## config.mk

```make
export PLATFORM = sky130hd
export DESIGN_NAME = fp_cvt_unit
export DESIGN_NICKNAME = d
export VERILOG_FILES = /design/src/design/lzc_wire.sv /design/src/design/fp_wire.sv /design/src/design/lzc_32.sv /design/src/design/fp_cvt.sv /design/src/design/fp_rnd.sv /design/src/design/fp_cvt_ctrl.sv /design/src/design/fp_cvt_status.sv /design/src/design/fp_cvt_unit.sv
export VERILOG_INCLUDE_DIRS = /design/src /design/src/include
export SDC_FILE = /design/constraint.sdc
export NUM_CORES = 1
export LEC_CHECK = 0
export ABC_AREA = 1
export BUFFER_PORTS_ARGS = -buffer_cell sky130_fd_sc_hd__buf_2
export CAP_MARGIN = 20
export CELL_PAD_IN_SITES_DETAIL_PLACEMENT = 2
export CELL_PAD_IN_SITES_GLOBAL_PLACEMENT = 2
export CORE_MARGIN = 5
export CORE_UTILIZATION = 34
export DETAILED_ROUTE_END_ITERATION = 10
export GPL_TIMING_DRIVEN = 0
export PLACE_DENSITY = 0.91
export SKIP_CTS_REPAIR_TIMING = 1
export SYNTH_ARGS = -nofsm -noshare
export SYNTH_HDL_FRONTEND = slang
export SYNTH_SLANG_ARGS = --single-unit
```

## constraint.sdc

```tcl
create_clock -name clock_i -period 17.2 [get_ports clock_i]
set_clock_uncertainty 0.1 [all_clocks]
set_input_delay 5.16 -clock clock_i [delete_from_list [all_inputs] [get_ports clock_i]]
set_output_delay 5.16 -clock clock_i [all_outputs]
set_load 0.01 [all_outputs]
```

## src/include/fp_cvt_params.svh

```systemverilog
`ifndef FP_CVT_PARAMS_SVH
`define FP_CVT_PARAMS_SVH

// data word width of operands and results
`define FP_CVT_WIDTH 32

// exception flags in RISC-V order NV DZ OF UF NX
`define FP_CVT_NFLAGS 5

// completion counter width, wraps on overflow
`define FP_CVT_CNT_WIDTH 16

`endif

```

## src/design/lzc_wire.sv

```systemverilog
package lzc_wire;

    // leading-zero count of a 32-bit word
    // an all-zero word is reported separately by the counter
    typedef logic [4:0] lzc_count_t;

endpackage

```

## src/design/fp_wire.sv

```systemverilog
`include "fp_cvt_params.svh"

package fp_wire;

    typedef enum logic [1:0] {
        CVT_F2I = 2'd0,  // binary32 to signed int
        CVT_F2U = 2'd1,  // binary32 to unsigned int
        CVT_I2F = 2'd2,  // signed int to binary32
        CVT_U2F = 2'd3   // unsigned int to binary32
    } cvt_op_t;

    typedef enum logic [2:0] {
        RM_RNE = 3'd0,
        RM_RTZ = 3'd1,
        RM_RDN = 3'd2,
        RM_RUP = 3'd3,
        RM_RMM = 3'd4
    } rnd_mode_t;

    // nv is the top bit and nx the bottom one
    typedef logic [`FP_CVT_NFLAGS-1:0] fp_flags_t;

    localparam int FLAG_NV = 4;
    localparam int FLAG_NX = 0;

    typedef struct packed {
        logic        sign;
        logic [7:0]  exponent;
        logic [22:0] fraction;
    } fp_single_t;

    typedef union packed {
        logic [`FP_CVT_WIDTH-1:0] word;  // integer view
        fp_single_t               fp;    // binary32 view
    } fp_operand_u;

endpackage

```

## src/design/lzc_32.sv

```systemverilog
`timescale 1ns/100ps

module lzc_32
    import lzc_wire::*;
(
    input  logic [31:0] value_i,
    output lzc_count_t  count_o,
    output logic        zero_o
);

    logic       node_zero [6][32];
    lzc_count_t node_cnt  [6][32];

    always_comb begin
        for (int k = 0; k < 6; k++) begin
            for (int i = 0; i < 32; i++) begin
                node_zero[k][i] = 1'b0;
                node_cnt[k][i]  = '0;
            end
        end
        for (int i = 0; i < 32; i++) begin
            node_zero[0][i] = ~value_i[31 - i];  // leaf 0 is the msb
        end
        // each level merges a left and a right half of twice the size below
        for (int k = 1; k < 6; k++) begin
            for (int i = 0; i < (32 >> k); i++) begin
                node_zero[k][i] = node_zero[k-1][2*i] & node_zero[k-1][2*i+1];
                if (node_zero[k-1][2*i]) begin
                    node_cnt[k][i] = lzc_count_t'(1 << (k - 1)) + node_cnt[k-1][2*i+1];
                end else begin
                    node_cnt[k][i] = node_cnt[k-1][2*i];
                end
            end
        end
    end

    assign count_o = node_cnt[5][0];
    assign zero_o  = node_zero[5][0];

endmodule

```

## src/design/fp_cvt.sv

```systemverilog
`timescale 1ns/100ps
`include "fp_cvt_params.svh"

module fp_cvt
    import lzc_wire::*;
    import fp_wire::*;
(
    input  fp_operand_u              operand_i,
    input  cvt_op_t                  op_i,
    input  rnd_mode_t                rm_i,
    input  lzc_count_t               lzc_count_i,
    output logic [`FP_CVT_WIDTH-1:0] lzc_value_o,
    output logic [`FP_CVT_WIDTH-1:0] int_result_o,
    output fp_flags_t                int_flags_o,
    output logic                     sign_o,
    output logic [9:0]               exponent_o,
    output logic [23:0]              significand_o,
    output logic [2:0]               grs_o,
    output logic                     zero_o,
    output rnd_mode_t                rm_o
);

    logic                     unsigned_op;
    logic                     f_sign;
    logic                     f_nan;
    logic [23:0]              f_mant;
    logic [9:0]               f_unbiased;
    logic                     f_oor;
    logic [57:0]              f_shifted;
    logic [31:0]              f_int;
    logic [2:0]               f_grs;
    logic                     f_inexact;
    logic                     f_rnd;
    logic [31:0]              f_mag;
    logic                     f_invalid;
    logic                     i_sign;
    logic [`FP_CVT_WIDTH-1:0] i_mag;
    logic [`FP_CVT_WIDTH-1:0] i_norm;

    assign unsigned_op = op_i[0];  // ops 1 and 3 are the unsigned forms

    always_comb begin
        f_sign     = operand_i.fp.sign;
        f_nan      = (operand_i.fp.exponent == 8'hFF) & (operand_i.fp.fraction != '0);
        f_mant     = {operand_i.fp.exponent != 8'h00, operand_i.fp.fraction};
        f_unbiased = {2'b00, operand_i.fp.exponent} - 10'd127;
        f_oor      = 1'b0;
        f_shifted  = '0;
        // bit 26 of the shifted word carries weight one
        if ($signed(f_unbiased) > 31) begin
            f_oor = 1'b1;  // also catches infinity and nan
        end else if ($signed(f_unbiased) >= -1) begin
            f_shifted = {32'h0, f_mant, 2'b00} << (f_unbiased[5:0] + 6'd1);
        end else begin
            f_shifted[0] = |f_mant;  // below one half only the sticky bit survives
        end

        f_int     = f_shifted[57:26];
        f_grs     = {f_shifted[25], f_shifted[24], |f_shifted[23:0]};
        f_inexact = |f_grs;

        case (rm_i)
            RM_RNE:  f_rnd = f_grs[2] & ((|f_grs[1:0]) | f_int[0]);
            RM_RDN:  f_rnd = f_sign & f_inexact;
            RM_RUP:  f_rnd = ~f_sign & f_inexact;
            RM_RMM:  f_rnd = f_grs[2];
            default: f_rnd = 1'b0;  // rtz truncates the magnitude
        endcase

        f_mag = f_int + 32'(f_rnd);  // the sum stays below 2^32 for exponents up to 31

        if (unsigned_op) begin
            f_invalid = f_nan | f_oor | (f_sign & (f_mag != '0));
        end else begin
            f_invalid = f_nan | f_oor
                      | (f_sign ? (f_mag[31] & (|f_mag[30:0])) : f_mag[31]);
        end

        int_flags_o = '0;
        if (f_invalid) begin
            int_flags_o[FLAG_NV] = 1'b1;
            if (f_nan | ~f_sign) begin
                int_result_o = unsigned_op ? 32'hFFFF_FFFF : 32'h7FFF_FFFF;
            end else begin
                int_result_o = unsigned_op ? 32'h0000_0000 : 32'h8000_0000;
            end
        end else begin
            // an unsigned negative lands here only when it rounded to zero
            int_flags_o[FLAG_NX] = f_inexact;
            int_result_o         = f_sign ? -f_mag : f_mag;
        end
    end

    // integer to float, normalized here and rounded in fp_rnd
    assign i_sign      = ~unsigned_op & operand_i.word[31];
    assign i_mag       = i_sign ? -operand_i.word : operand_i.word;
    assign lzc_value_o = i_mag;
    assign i_norm      = i_mag << lzc_count_i;

    assign sign_o        = i_sign;
    assign exponent_o    = 10'd158 - {5'b00000, lzc_count_i};  // bias plus 31
    assign significand_o = i_norm[31:8];
    assign grs_o         = {i_norm[7], i_norm[6], |i_norm[5:0]};
    assign zero_o        = (i_mag == '0);
    assign rm_o          = rm_i;

endmodule

```

## src/design/fp_rnd.sv

```systemverilog
`timescale 1ns/100ps

module fp_rnd
    import fp_wire::*;
(
    input  logic        sign_i,
    input  logic [9:0]  exponent_i,
    input  logic [23:0] significand_i,
    input  logic [2:0]  grs_i,
    input  logic        zero_i,
    input  rnd_mode_t   rm_i,
    output fp_operand_u result_o,
    output fp_flags_t   flags_o
);

    logic        inexact;
    logic        inc;
    logic [24:0] sum;
    logic [9:0]  exponent;

    assign inexact = |grs_i;

    always_comb begin
        case (rm_i)
            RM_RNE:  inc = grs_i[2] & ((|grs_i[1:0]) | significand_i[0]);
            RM_RDN:  inc = sign_i & inexact;
            RM_RUP:  inc = ~sign_i & inexact;
            RM_RMM:  inc = grs_i[2];
            default: inc = 1'b0;
        endcase
    end

    assign sum      = {1'b0, significand_i} + 25'(inc);
    assign exponent = exponent_i + 10'(sum[24]);  // carry out renormalizes to 1.0

    always_comb begin
        flags_o = '0;
        if (zero_i) begin
            result_o = '0;  // integer zero always gives +0
        end else begin
            result_o.fp.sign     = sign_i;
            result_o.fp.exponent = exponent[7:0];
            result_o.fp.fraction = sum[22:0];  // a carry out leaves all fraction bits zero
            flags_o[FLAG_NX]     = inexact;
        end
    end

endmodule

```

## src/design/fp_cvt_ctrl.sv

```systemverilog
`timescale 1ns/100ps

module fp_cvt_ctrl (
    input  logic clock_i,
    input  logic rst_i,
    input  logic start_i,
    output logic load_o,
    output logic commit_o,
    output logic busy_o,
    output logic valid_o
);

    typedef enum logic [1:0] {
        IDLE = 2'd0,
        EXEC = 2'd1,
        DONE = 2'd2
    } state_t;

    state_t state;
    state_t state_next;

    // a start in the valid cycle is taken straight away
    assign load_o = start_i & (state != EXEC);

    always_comb begin
        case (state)
            EXEC:    state_next = DONE;
            default: state_next = load_o ? EXEC : IDLE;
        endcase
    end

    always_ff @(posedge clock_i) begin
        if (rst_i) begin
            state <= IDLE;
        end else begin
            state <= state_next;
        end
    end

    assign commit_o = (state == EXEC);
    assign busy_o   = (state == EXEC);
    assign valid_o  = (state == DONE);  // done is entered only from exec, one cycle after commit

endmodule

```

## src/design/fp_cvt_status.sv

```systemverilog
`timescale 1ns/100ps
`include "fp_cvt_params.svh"

module fp_cvt_status
    import fp_wire::*;
(
    input  logic                         clock_i,
    input  logic                         rst_i,
    input  logic                         clear_i,
    input  logic                         commit_i,
    input  fp_flags_t                    flags_i,
    output fp_flags_t                    acc_flags_o,
    output logic [`FP_CVT_CNT_WIDTH-1:0] count_o
);

    always_ff @(posedge clock_i) begin
        if (rst_i) begin
            acc_flags_o <= '0;
            count_o     <= '0;
        end else if (clear_i) begin
            acc_flags_o <= '0;  // clear drops the flags of a same-cycle completion
            count_o     <= `FP_CVT_CNT_WIDTH'(commit_i);
        end else if (commit_i) begin
            acc_flags_o <= acc_flags_o | flags_i;
            count_o     <= count_o + 1'b1;
        end
    end

endmodule

```

## src/design/fp_cvt_unit.sv

```systemverilog
`timescale 1ns/100ps
`include "fp_cvt_params.svh"

module fp_cvt_unit
    import lzc_wire::*;
    import fp_wire::*;
(
    input  logic                         clock_i,
    input  logic                         rst_i,
    input  logic                         start_i,
    input  cvt_op_t                      op_i,
    input  rnd_mode_t                    rm_i,
    input  fp_operand_u                  operand_i,
    input  logic                         clear_i,
    output logic                         busy_o,
    output logic                         valid_o,
    output fp_operand_u                  result_o,
    output fp_flags_t                    flags_o,
    output fp_flags_t                    acc_flags_o,
    output logic [`FP_CVT_CNT_WIDTH-1:0] count_o
);

    logic                     load;
    logic                     commit;
    cvt_op_t                  op_q;
    rnd_mode_t                rm_q;
    fp_operand_u              operand_q;
    logic [`FP_CVT_WIDTH-1:0] lzc_value;
    lzc_count_t               lzc_count;
    logic [`FP_CVT_WIDTH-1:0] int_result;
    fp_flags_t                int_flags;
    logic                     rnd_sign;
    logic [9:0]               rnd_exponent;
    logic [23:0]              rnd_significand;
    logic [2:0]               rnd_grs;
    logic                     rnd_zero;
    rnd_mode_t                rnd_rm;
    fp_operand_u              rnd_result;
    fp_flags_t                rnd_flags;

    fp_cvt_ctrl fp_cvt_ctrl_i (
        .clock_i  (clock_i),
        .rst_i    (rst_i),
        .start_i  (start_i),
        .load_o   (load),
        .commit_o (commit),
        .busy_o   (busy_o),
        .valid_o  (valid_o)
    );

    always_ff @(posedge clock_i) begin
        if (load) begin
            op_q      <= op_i;
            rm_q      <= rm_i;
            operand_q <= operand_i;
        end
    end

    lzc_32 lzc_32_i (
        .value_i (lzc_value),
        .count_o (lzc_count),
        .zero_o  ()  // the converter detects zero on its own magnitude
    );

    fp_cvt fp_cvt_i (
        .operand_i     (operand_q),
        .op_i          (op_q),
        .rm_i          (rm_q),
        .lzc_count_i   (lzc_count),
        .lzc_value_o   (lzc_value),
        .int_result_o  (int_result),
        .int_flags_o   (int_flags),
        .sign_o        (rnd_sign),
        .exponent_o    (rnd_exponent),
        .significand_o (rnd_significand),
        .grs_o         (rnd_grs),
        .zero_o        (rnd_zero),
        .rm_o          (rnd_rm)
    );

    fp_rnd fp_rnd_i (
        .sign_i        (rnd_sign),
        .exponent_i    (rnd_exponent),
        .significand_i (rnd_significand),
        .grs_i         (rnd_grs),
        .zero_i        (rnd_zero),
        .rm_i          (rnd_rm),
        .result_o      (rnd_result),
        .flags_o       (rnd_flags)
    );

    // op bit 1 set means integer to float
    always_ff @(posedge clock_i) begin
        if (rst_i) begin
            result_o <= '0;
            flags_o  <= '0;
        end else if (commit) begin
            result_o <= op_q[1] ? rnd_result : fp_operand_u'(int_result);
            flags_o  <= op_q[1] ? rnd_flags : int_flags;
        end
    end

    fp_cvt_status fp_cvt_status_i (
        .clock_i     (clock_i),
        .rst_i       (rst_i),
        .clear_i     (clear_i),
        .commit_i    (commit),
        .flags_i     (op_q[1] ? rnd_flags : int_flags),
        .acc_flags_o (acc_flags_o),
        .count_o     (count_o)
    );

endmodule

```

# Yosys cells after proc, flatten, opt, wreduce, memory -nomap -nowiden
# Cells that the tools add are included.
word_totals:
  wordCells: 191
  inputBits: 41
  output_inout_bits: 60
  register_bits: 97
op_classes:
  n_reduce_logical: 14
  n_bitwise: 77
  shifts: 2
  mux: 55
  n_lt_le_gt_ge: 2
  n_addsub: 24
  n_eq_ne: 7
ops:
  columns: ["op", "n"]
  rows:
  - ["32-bit two-way mux", 8]
  - ["5-bit two-way mux", 16]
  - ["32-bit negator", 2]
  - ["58-bit two-way mux", 1]
  - ["26-bit by 6-bit left shift with 58-bit output", 1]
  - ["57-bit two-way mux", 1]
  - ["1-bit bitwise AND", 37]
  - ["1-bit inverter", 33]
  - ["32-bit by 1-bit adder with 32-bit output", 1]
  - ["32-bit logical NOT", 1]
  - ["32-bit nonzero test", 1]
  - ["32-bit by 5-bit left shift with 32-bit output", 1]
  - ["31-bit OR reduction", 1]
  - ["1-bit two-way mux", 26]
  - ["26-bit OR reduction", 1]
  - ["24-bit by 1-bit adder with 25-bit output", 1]
  - ["25-bit OR reduction", 1]
  - ["2-bit by 1-bit adder with 3-bit output, first input constant", 8]
  - ["24-bit OR reduction", 1]
  - ["23-bit nonzero test", 1]
  - ["3-bit by 5-bit adder with 5-bit output, first input constant", 4]
  - ["16-bit by 1-bit adder with 16-bit output, second input constant", 1]
  - ["4-bit by 5-bit adder with 5-bit output, first input constant", 2]
  - ["9-bit by 1-bit greater-or-equal comparator with 1-bit output, second input constant", 1]
  - ["other kinds (22)", 30]

# Logic depth before layout (Yosys ltp)
# Gate-level depths: netlist of run 1.
depth:
  word_depth: 21
  depth_mapped: 50
  mapped_depth_nobuf: 48

# Hierarchy
# A second synthesis of run 1 with hierarchy kept.
unflattened:
  hier_cells: 2578
  hier_area_um2: 14112.3
modules_own_cells:
  columns: ["mod", "area_each_um2", "n_inst", "seq_area_each_um2", "cells_per_inst"]
  rows:
  - ["fp_cvt", 8429.3, 1, 0.0, 1742]
  - ["fp_cvt_unit", 3030.4, 1, 1851.8, 358]
  - ["fp_cvt_status", 1016.0, 1, 420.4, 144]
  - ["fp_rnd", 1014.7, 1, 0.0, 213]
  - ["lzc_32", 536.8, 1, 0.0, 110]
  - ["fp_cvt_ctrl", 85.1, 1, 40.0, 11]

# Least setup slack after synthesis of run 1
# OpenSTA, ideal clock, no wires.
synth_timing:
  path_type: "input to register"
  startpoint: "input port start_i"
  endpoint: "register op_q[0], enable pin"
  path_slack_ns: 9.905
  arrival_ns: 6.764
  path_stages: 2
  setup_ns: 0.431
  path_cell_list: "inv_1 nor2_1"
synth_between:
  elab_chain_len: 1
synth_lines:
  columns: ["element", "line_no", "source"]
  rows:
  - ["from (decl)", "fp_cvt_unit.sv:10", "input logic start_i,"]
  - ["1-bit bitwise AND", "fp_cvt_ctrl.sv:23", "assign load_o = start_i & (state != EXEC);"]
  - ["named net fp_cvt_ctrl_i.load_o", "fp_cvt_ctrl.sv:7", "output logic load_o,"]
  - ["to (signal assigned)", "fp_cvt_unit.sv:53", "op_q <= op_i;"]
  - ["to (decl)", "fp_cvt_unit.sv:25", "cvt_op_t op_q;"]
# The timed path passes the listed nets, and every way through them passes these cells.
# A chain may end at the register's enable or synchronous reset.

# Worst setup path in the final report of run 1
layout_timing:
  startpoint: "register operand_q[23] (netlist name)"
  endpoint: "register result_o[27] (netlist name)"
layout_between:
  elab_chain_len: 18
layout_lines:
  columns: ["element", "line_no", "source"]
  rows:
  - ["from (decl)", "fp_cvt_unit.sv:27", "fp_operand_u operand_q;"]
  - ["from (signal assigned)", "fp_cvt_unit.sv:55", "operand_q <= operand_i;"]
  - ["32-bit negator", "fp_cvt.sv:96", "assign i_mag = i_sign ? -operand_i.word : operand_i.word;"]
  - ["32-bit two-way mux", "fp_cvt.sv:96", null]
  - ["1-bit two-way mux / 1-bit inverter (equally long branches)", "lzc_32.sv:28, lzc_32.sv:22", null]
  - ["2-bit by 1-bit adder with 3-bit output / 1-bit bitwise AND (equally long branches)", "lzc_32.sv:29, lzc_32.sv:27", null]
  - ["5-bit two-way mux / 1-bit bitwise AND (equally long branches)", "lzc_32.sv:28, lzc_32.sv:27", null]
  - ["3-bit by 5-bit adder with 5-bit output / 5-bit two-way mux (equally long branches)", "lzc_32.sv:29, lzc_32.sv:28", null]
  - ["5-bit two-way mux / 4-bit by 5-bit adder with 5-bit output (equally long branches)", "lzc_32.sv:28, lzc_32.sv:29", null]
  - ["5-bit two-way mux (2 in a row)", "lzc_32.sv:28", "if (node_zero[k-1][2*i]) begin"]
  - ["32-bit by 5-bit left shift with 32-bit output", "fp_cvt.sv:98", "assign i_norm = i_mag << lzc_count_i;"]
  - ["7-bit OR reduction", "fp_rnd.sv:25", "RM_RNE: inc = grs_i[2] & ((|grs_i[1:0]) | significand_i[0]);"]
  - ["1-bit OR", "fp_rnd.sv:25", null]
  - ["1-bit bitwise AND", "fp_rnd.sv:25", null]
  - ["1-bit one-hot mux with 4 select lines", "fp_rnd.sv:24", "case (rm_i)"]
  - ["24-bit by 1-bit adder with 25-bit output", "fp_rnd.sv:33", "assign sum = {1'b0, significand_i} + 25'(inc);"]
  - ["8-bit by 2-bit adder with 8-bit output", "fp_rnd.sv:34", "assign exponent = exponent_i + 10'(sum[24]);"]
  - ["32-bit two-way mux", "fp_rnd.sv:38", "if (zero_i) begin"]
  - ["32-bit two-way mux *", "fp_cvt_unit.sv:98", "result_o <= op_q[1] ? rnd_result : fp_operand_u'(int_result);"]
  - ["to (signal assigned)", "fp_cvt_unit.sv:98", null]
  - ["to (decl)", "fp_cvt_unit.sv:17", "output fp_operand_u result_o,"]
# Every way passes the cells marked *; elsewhere a longest branch is shown, timed or not.

==> impl_metrics.tcl, run 1 <==
set metrics [dict create \
    outcome "finished clean" \
    synth_edf_count 37 \
    clk_pin_slew_ns 0.08 \
    p_leak_uw 0.00763 \
    gr-total-overflow 0 \
    syn_area_per_cell_um2 5.30 \
    pin_count 101 \
    gr-usage-all-layers_pct 35.4 \
    synthTopCellsByArea "nand2_1 27%, nand3_1 18%, edfxtp_1 8.5%" \
    dr.pass1.iters 5 \
    chipWidth_um 206 \
    synth_mux_area_share_pct 0.0763 \
    final_max_slew_viol_count 0 \
    place_congestion 0.987 \
    rows 72 \
    core_area_um2 38400 \
    hp-class "reg -> reg" \
    tns_ns 0 \
    grt_first_pass_wirelength_um 117000 \
    place_ws_ns 9.12 \
    areaGrowthSynthToFinish_pct 11.3 \
    wl_per_cell_um 24.8 \
    synth_common_cells "953 x nand2_1, 478 x nand3_1, 229 x nor2_1" \
    min_delay_worst_endpoint "result_o[21]$_SDFFE_PP0P_" \
    vias 18172 \
    synth_xor_xnor_area_share_pct 2.05 \
    start_util_pct 34.2 \
    synth_top_family_by_area "simple AND/OR/NAND/NOR gates" \
    antenna_found_initial 0 \
    synth_top_area_share_pct 27.3 \
    syn_inst 2477 \
    wirelength_um 77000 \
    met3_length_um 3960 \
    wl_met1_um 30900 \
    hold_start "result_o[21]$_SDFFE_PP0P_" \
    die-area_um2 42600 \
    slew_headroom_pct 33.9 \
    synth_seq_cells 91 \
    yosys_most_used_dff "dfxtp_1" \
    fin_crit_sh_pct 48.7 \
    r2r_start "operand_q[23]$_DFFE_PP_" \
    r2r_slack_ns 8.82 \
    max_freq_mhz 119 \
    finalHoldViolCount 0 \
    timing.max_cap.violations 0 \
    cp_common_cell "nand2_1" \
    cpPeakStageDelay_ns 0.80 \
    synth-adder-area-share_pct 1.43 \
    required_ns 17.38 \
    cts_tree "built" \
    cts_buffer_depth 2 \
    cts-buffers-inserted 9 \
    grt_max_degree 34 \
    reg2reg_to "result_o[27]$_SDFFE_PP0P_" \
    drcViolationCount 0 \
    endpoint_kind "flop" \
    ys_types 54 \
    rr_worst_depth 39 \
    worstMarginPinSlew_ns 0.981 \
    die_h_um 206 \
    fin_ws_ns 8.82 \
    hold_path_depth 2 \
    viasPerCell 5.84 \
    ant_nets 0 \
    finish.net_count 2645 \
    grt_pass1_vias 19820 \
    synth_top_area_cell "nand2_1" \
    htree_levels 3 \
    yosysWarnings 0 \
    path_max_fanout 11 \
    drt_iter0_drc 1330 \
    startpoint_type "flop" \
    synthArstFlopShare_pct 0 \
    setup_viol_count_final 0 \
    worstPathArrival_ns 8.56 \
    antenna_cells 0 \
    io_buffer_count 94 \
    cts_sinks 91 \
    rsz0062_at_grt "false" \
    clock_latency_ns 0.39 \
    drive_gt1_share_pct 11.1 \
    hpwl_um 63200 \
    cts-root-buf "clkbuf_16" \
    dr.max_layer_used "met4" \
    min_period_ns 8.38 \
    synthSimpleGateAreaFrac_pct 61.0 \
    powerDensity_nw_per_um2 79.7 \
    synth_compound_area_share_pct 6.99 \
    vdd_drop_max_mv 0.0440 \
    seq_area_frac_synth_pct 16.7 \
    wl_met2_um 37000 \
    hold-worst-slack_ns 0.367 \
    synth_area_um2 13100 \
    yosysMostFrequentCell "nand2_1" \
    cp_slowest_cell "o21ai_0" \
    crit_type "reg -> reg" \
]
cell families after synthesis:
kind of cell | after synthesis
multiplexers | 1
other | 1
AND/OR/NAND/NOR | 1827
adder cells (fa/ha/maj) | 15
flip-flops | 91
AO/OA/AOI/OAI | 169
buffers and inverters | 344
XOR/XNOR | 29
state kept, by name (all words and copies together), names as in the netlist:
name,count
fp_cvt_ctrl_i.state,2
fp_cvt_status_i.acc_flags_o,2
result_o,32
op_q,2
operand_q,32
rm_q,3
flags_o,2
fp_cvt_status_i.count_o,16
per-layer routing:
layer | up-vias | GRT usage [%]
li1 | 8229 | -
met1 | 9022 | 41.3
met2 | 650 | 61.9
met3 | 271 | 5.13
met4 | 0 | 19.6
met5 | - | 0
worst max-delay path by stage:
stage / cells after the start / startpoint / to
after floorplan: 2 / start_i / op_q[0]$_DFFE_PP_
after global placement: 3 / start_i / operand_q[16]$_DFFE_PP_
after detailed placement: 39 / operand_q[23]$_DFFE_PP_ / result_o[27]$_SDFFE_PP0P_
after CTS: 39 / operand_q[23]$_DFFE_PP_ / result_o[27]$_SDFFE_PP0P_
after global routing: 39 / operand_q[23]$_DFFE_PP_ / result_o[27]$_SDFFE_PP0P_
final: 39 / operand_q[23]$_DFFE_PP_ / result_o[27]$_SDFFE_PP0P_
critical path, delay by kind of cell (launching register included):
family	cells	cell delay [ns]
and+or+nand+nor	26	3.74
buffers and inverters	5	1.01
AOI/OAI and AO/OA	3	1.61
DFF	1	0.53
adders and majority gates	5	1.25
cell type report:
type	instances	area, um^2
fill	5143	23800
buffer	104	636
sequential	91	2190
clock inverter	7	78.8
tap	518	648
timing repair buffer	96	498
inverter	240	901
multi-input combinational	2047	9430
clock buffer	9	225
through the flow:
stage               std cells  instance area, um^2  power, uW  util [%]
finish                   3112                14600       1160      38.1
global route             3112                14600       1220      38.1
CTS                      3111                14600       1140      38.0
detailed placement       3095                14300        914      37.2
global placement         3094                14300        870      37.2
floorplan                2482                13100        671         -
where the power goes:
group          total, uW  internal [uW]  switching [uW]
Combinational        685            180             505
Sequential           253            237            16.5
Clock                225            104             121
cells in the final DEF, fill, tap and decap left out, drive strengths merged, types with 35 or more instances in the layout:
master	count
inv	240
buf	174
edfxtp	37
nand2	975
o21ai	101
nand3	485
nand4	60
a21oi	44
dfxtp	54
nor2	272
clkbuf	35
Note: power is estimated with default switching activity, not from simulation.
==> run 2: changes to the inputs <==
--- a/config.mk
+++ b/config.mk
@@ -6,7 +6,7 @@
 export SDC_FILE = /design/constraint.sdc
 export NUM_CORES = 1
 export LEC_CHECK = 0
-export ABC_AREA = 1
+export ABC_AREA = 0
 export BUFFER_PORTS_ARGS = -buffer_cell sky130_fd_sc_hd__buf_2
 export CAP_MARGIN = 20
 export CELL_PAD_IN_SITES_DETAIL_PLACEMENT = 2
@@ -15,7 +15,7 @@
 export CORE_UTILIZATION = 34
 export DETAILED_ROUTE_END_ITERATION = 10
 export GPL_TIMING_DRIVEN = 0
-export PLACE_DENSITY = 0.91
+export PLACE_DENSITY = 0.83
 export SKIP_CTS_REPAIR_TIMING = 1
 export SYNTH_ARGS = -nofsm -noshare
 export SYNTH_HDL_FRONTEND = slang
==> constraint.sdc (replaced) <==
create_clock -name clock_i -period 7.67 [get_ports clock_i]
set_clock_uncertainty 0.1 [all_clocks]
set_input_delay 2.301 -clock clock_i [delete_from_list [all_inputs] [get_ports clock_i]]
set_output_delay 2.301 -clock clock_i [all_outputs]
set_load 0.01 [all_outputs]
==> run 2 against run 1 <==
- the run now ends with setup timing left
- largest cell class unchanged
- clock power is 110% higher
- non-clock buffer count is 118 higher
- routed wire length shrank 9.3%
- cell count is 24% lower
- register-to-register slack got worse by 9.1 ns
- maximum frequency increased by 5.8%
- global-route usage is 5.9 points lower
==> impl_metrics.tcl, run 2 <==
set metrics [dict create \
    final_cell_mix "154 x nor2_1, 153 x nand2_1, 109 x buf_2" \
    drive_gt1_share_pct 26.4 \
    die-area_um2 42200 \
    fin_crit_sh_pct 103 \
    multi_input_area_um2 10700 \
    synth_edf_count 37 \
    startpoint_type "flop" \
    yosysWarnings 0 \
    cts_sinks 91 \
    slew_headroom_pct 17.2 \
    clock_latency_ns 0.41 \
    rsz0062_at_grt "true" \
    place_congestion 0.960 \
    stdcell_area_um2 16100 \
    synthArstFlopShare_pct 0 \
    setup.worst_path.start "operand_q[23]$_DFFE_PP_" \
    syn_area_per_cell_um2 7.79 \
    ys_types 114 \
    cpPeakStageDelay_ns 0.51 \
    worstPathArrival_ns 8.11 \
    drcViolationCount 0 \
    yosysMostFrequentCell "nand2_1" \
    synth_top_area_share_pct 8.56 \
    clk_pin_slew_ns 0.07 \
    gr-usage-all-layers_pct 29.4 \
    r2r_start "operand_q[23]$_DFFE_PP_" \
    die_h_um 205 \
    antenna_cells 0 \
    violations "setup timing" \
    powerDensity_nw_per_um2 162 \
    synthTopCellsByArea "edfxtp_1 8.6%, dfxtp_1 8.3%, mux4_2 7.1%" \
    required_ns 7.86 \
    rr_worst_depth 33 \
    grt_first_pass_wirelength_um 95900 \
    synth_common_cells "158 x nand2_1, 155 x nor2_1, 96 x o21ai_0" \
    htree_levels 3 \
    wl_per_cell_um 29.4 \
    vdd_drop_max_mv 0.135 \
    seq_area_frac_synth_pct 16.9 \
    ff_latch_area_um2 2190 \
    final_max_slew_viol_count 0 \
    rows 71 \
    largestRegisters "operand_q x32, result_o x32, fp_cvt_status_i.count_o x16" \
    placed_cell_area_um2 14100 \
    min_period_ns 7.92 \
    hold-worst-slack_ns 0.383 \
    wirelength_um 69900 \
    crit_type "reg -> reg" \
    areaGrowthSynthToFinish_pct 23.8 \
    endpoint "result_o[4]$_SDFFE_PP0P_" \
    cp_slowest_cell "or4_1" \
    final_util_pct 42.6 \
    setup_viol_count_final 27 \
    pin_count 101 \
    hpwl_um 51200 \
    grt_max_degree 37 \
    worstMarginPinSlew_ns 1.24 \
    gr-total-overflow 0 \
    antenna_found_initial 2 \
    finish.net_count 1913 \
    path_max_fanout 10 \
    endpoint_kind "flop" \
    grt_pass1_vias 15588 \
    cts_tree "built" \
    synth_top_area_cell "edfxtp_1" \
    fin_ws_ns -0.248 \
    final_common_cell "nor2_1" \
    viasPerCell 6.64 \
    dr.pass1.iters 5 \
    synth_seq_cells 91 \
    outcome "finished, violations left" \
    r2r_slack_ns -0.25 \
    reg2reg_to "result_o[4]$_SDFFE_PP0P_" \
    worst-path-buf-inv 7 \
    fill_cells 4228 \
    yosys_most_used_dff "dfxtp_1" \
    io_buffer_count 94 \
    ant_nets 0 \
    chipWidth_um 205 \
    cts-root-buf "clkbuf_16" \
    drt_iter0_drc 1470 \
    vias 15754 \
    max_freq_mhz 126 \
    timing.max_cap.violations 0 \
    syn_inst 1666 \
    path_depth 33 \
    p_leak_uw 0.00600 \
    hp-class "reg -> reg" \
    crit_family "simple AND/OR/NAND/NOR gates" \
    start_util_pct 34.4 \
    cts_buffer_depth 2 \
    finalHoldViolCount 0 \
    cts-buffers-inserted 9 \
    core_area_um2 37700 \
    synth_area_um2 13000 \
]
[run 2: layout make-up]
cell class              instances  area share [%]
clock buffers                  12            1.53
plain buffers                 140            5.60
inverters                      34           0.982
repair buffers                178            7.20
flip-flops and latches         91            13.7
clock inverters                 4           0.210
well taps                     511            3.98
multi-input cells            1403            66.8
[run 2: kinds of logic after synthesis]
kind of cell	synth area share, %
compound gates	26.2
xor+xnor	8.56
fa+ha+maj	1.45
buf+inv	6.48
flops	16.9
mux	14.3
other cells	0.0289
simple gates	26.1
[run 2: through the flow]
stage	setup TNS, ns	worst slack, ns	total power [uW]	std cells
after floorplan	0	0.0814	1440	1671
after global placement	-80.33	-2.45	1840	2276
after detailed placement	-92.79	-2.81	1880	2277
after CTS	-92.89	-2.83	2350	2293
after global routing	-10.55	-0.438	2700	2373
final	-2.94	-0.248	2610	2373
[run 2: power breakdown]
group / internal [uW] / leakage (uW) / switching, uW
clock: 233 / 0.000136 / 232
combinational: 571 / 0.00507 / 1000
sequential: 535 / 0.000797 / 30.9
total: 1340 / 0.00600 / 1270
[run 2: worst min-delay path by stage]
| stage | depth (start not counted) | startpoint | slack (ns) | to |
|---|---|---|---|---|
| floorplan | 2 | fp_cvt_status_i.acc_flags_o[4]$_SDFFE_PP0P_ | 0.40 | fp_cvt_status_i.acc_flags_o[4]$_SDFFE_PP0P_ |
| global placement | 1 | fp_cvt_status_i.acc_flags_o[0]$_SDFFE_PP0P_ | 0.36 | fp_cvt_status_i.acc_flags_o[0]$_SDFFE_PP0P_ |
| detailed placement | 1 | fp_cvt_status_i.acc_flags_o[0]$_SDFFE_PP0P_ | 0.37 | fp_cvt_status_i.acc_flags_o[0]$_SDFFE_PP0P_ |
| CTS | 1 | fp_cvt_status_i.acc_flags_o[0]$_SDFFE_PP0P_ | 0.39 | fp_cvt_status_i.acc_flags_o[0]$_SDFFE_PP0P_ |
| global route | 1 | fp_cvt_status_i.acc_flags_o[0]$_SDFFE_PP0P_ | 0.40 | fp_cvt_status_i.acc_flags_o[0]$_SDFFE_PP0P_ |
| finish | 1 | fp_cvt_status_i.acc_flags_o[0]$_SDFFE_PP0P_ | 0.38 | fp_cvt_status_i.acc_flags_o[0]$_SDFFE_PP0P_ |
[run 2: routing by layer]
| layer | GRT usage [%] | up-vias | share of wire, % |
|---|---|---|---|
| met5 | 0 | - | 0.042 |
| met3 | 4.59 | 251 | 7.6 |
| met2 | 49.5 | 862 | 47 |
| met4 | 12.2 | 4 | 5.2 |
| li1 | - | 6708 | - |
| met1 | 37.7 | 7929 | 40 |
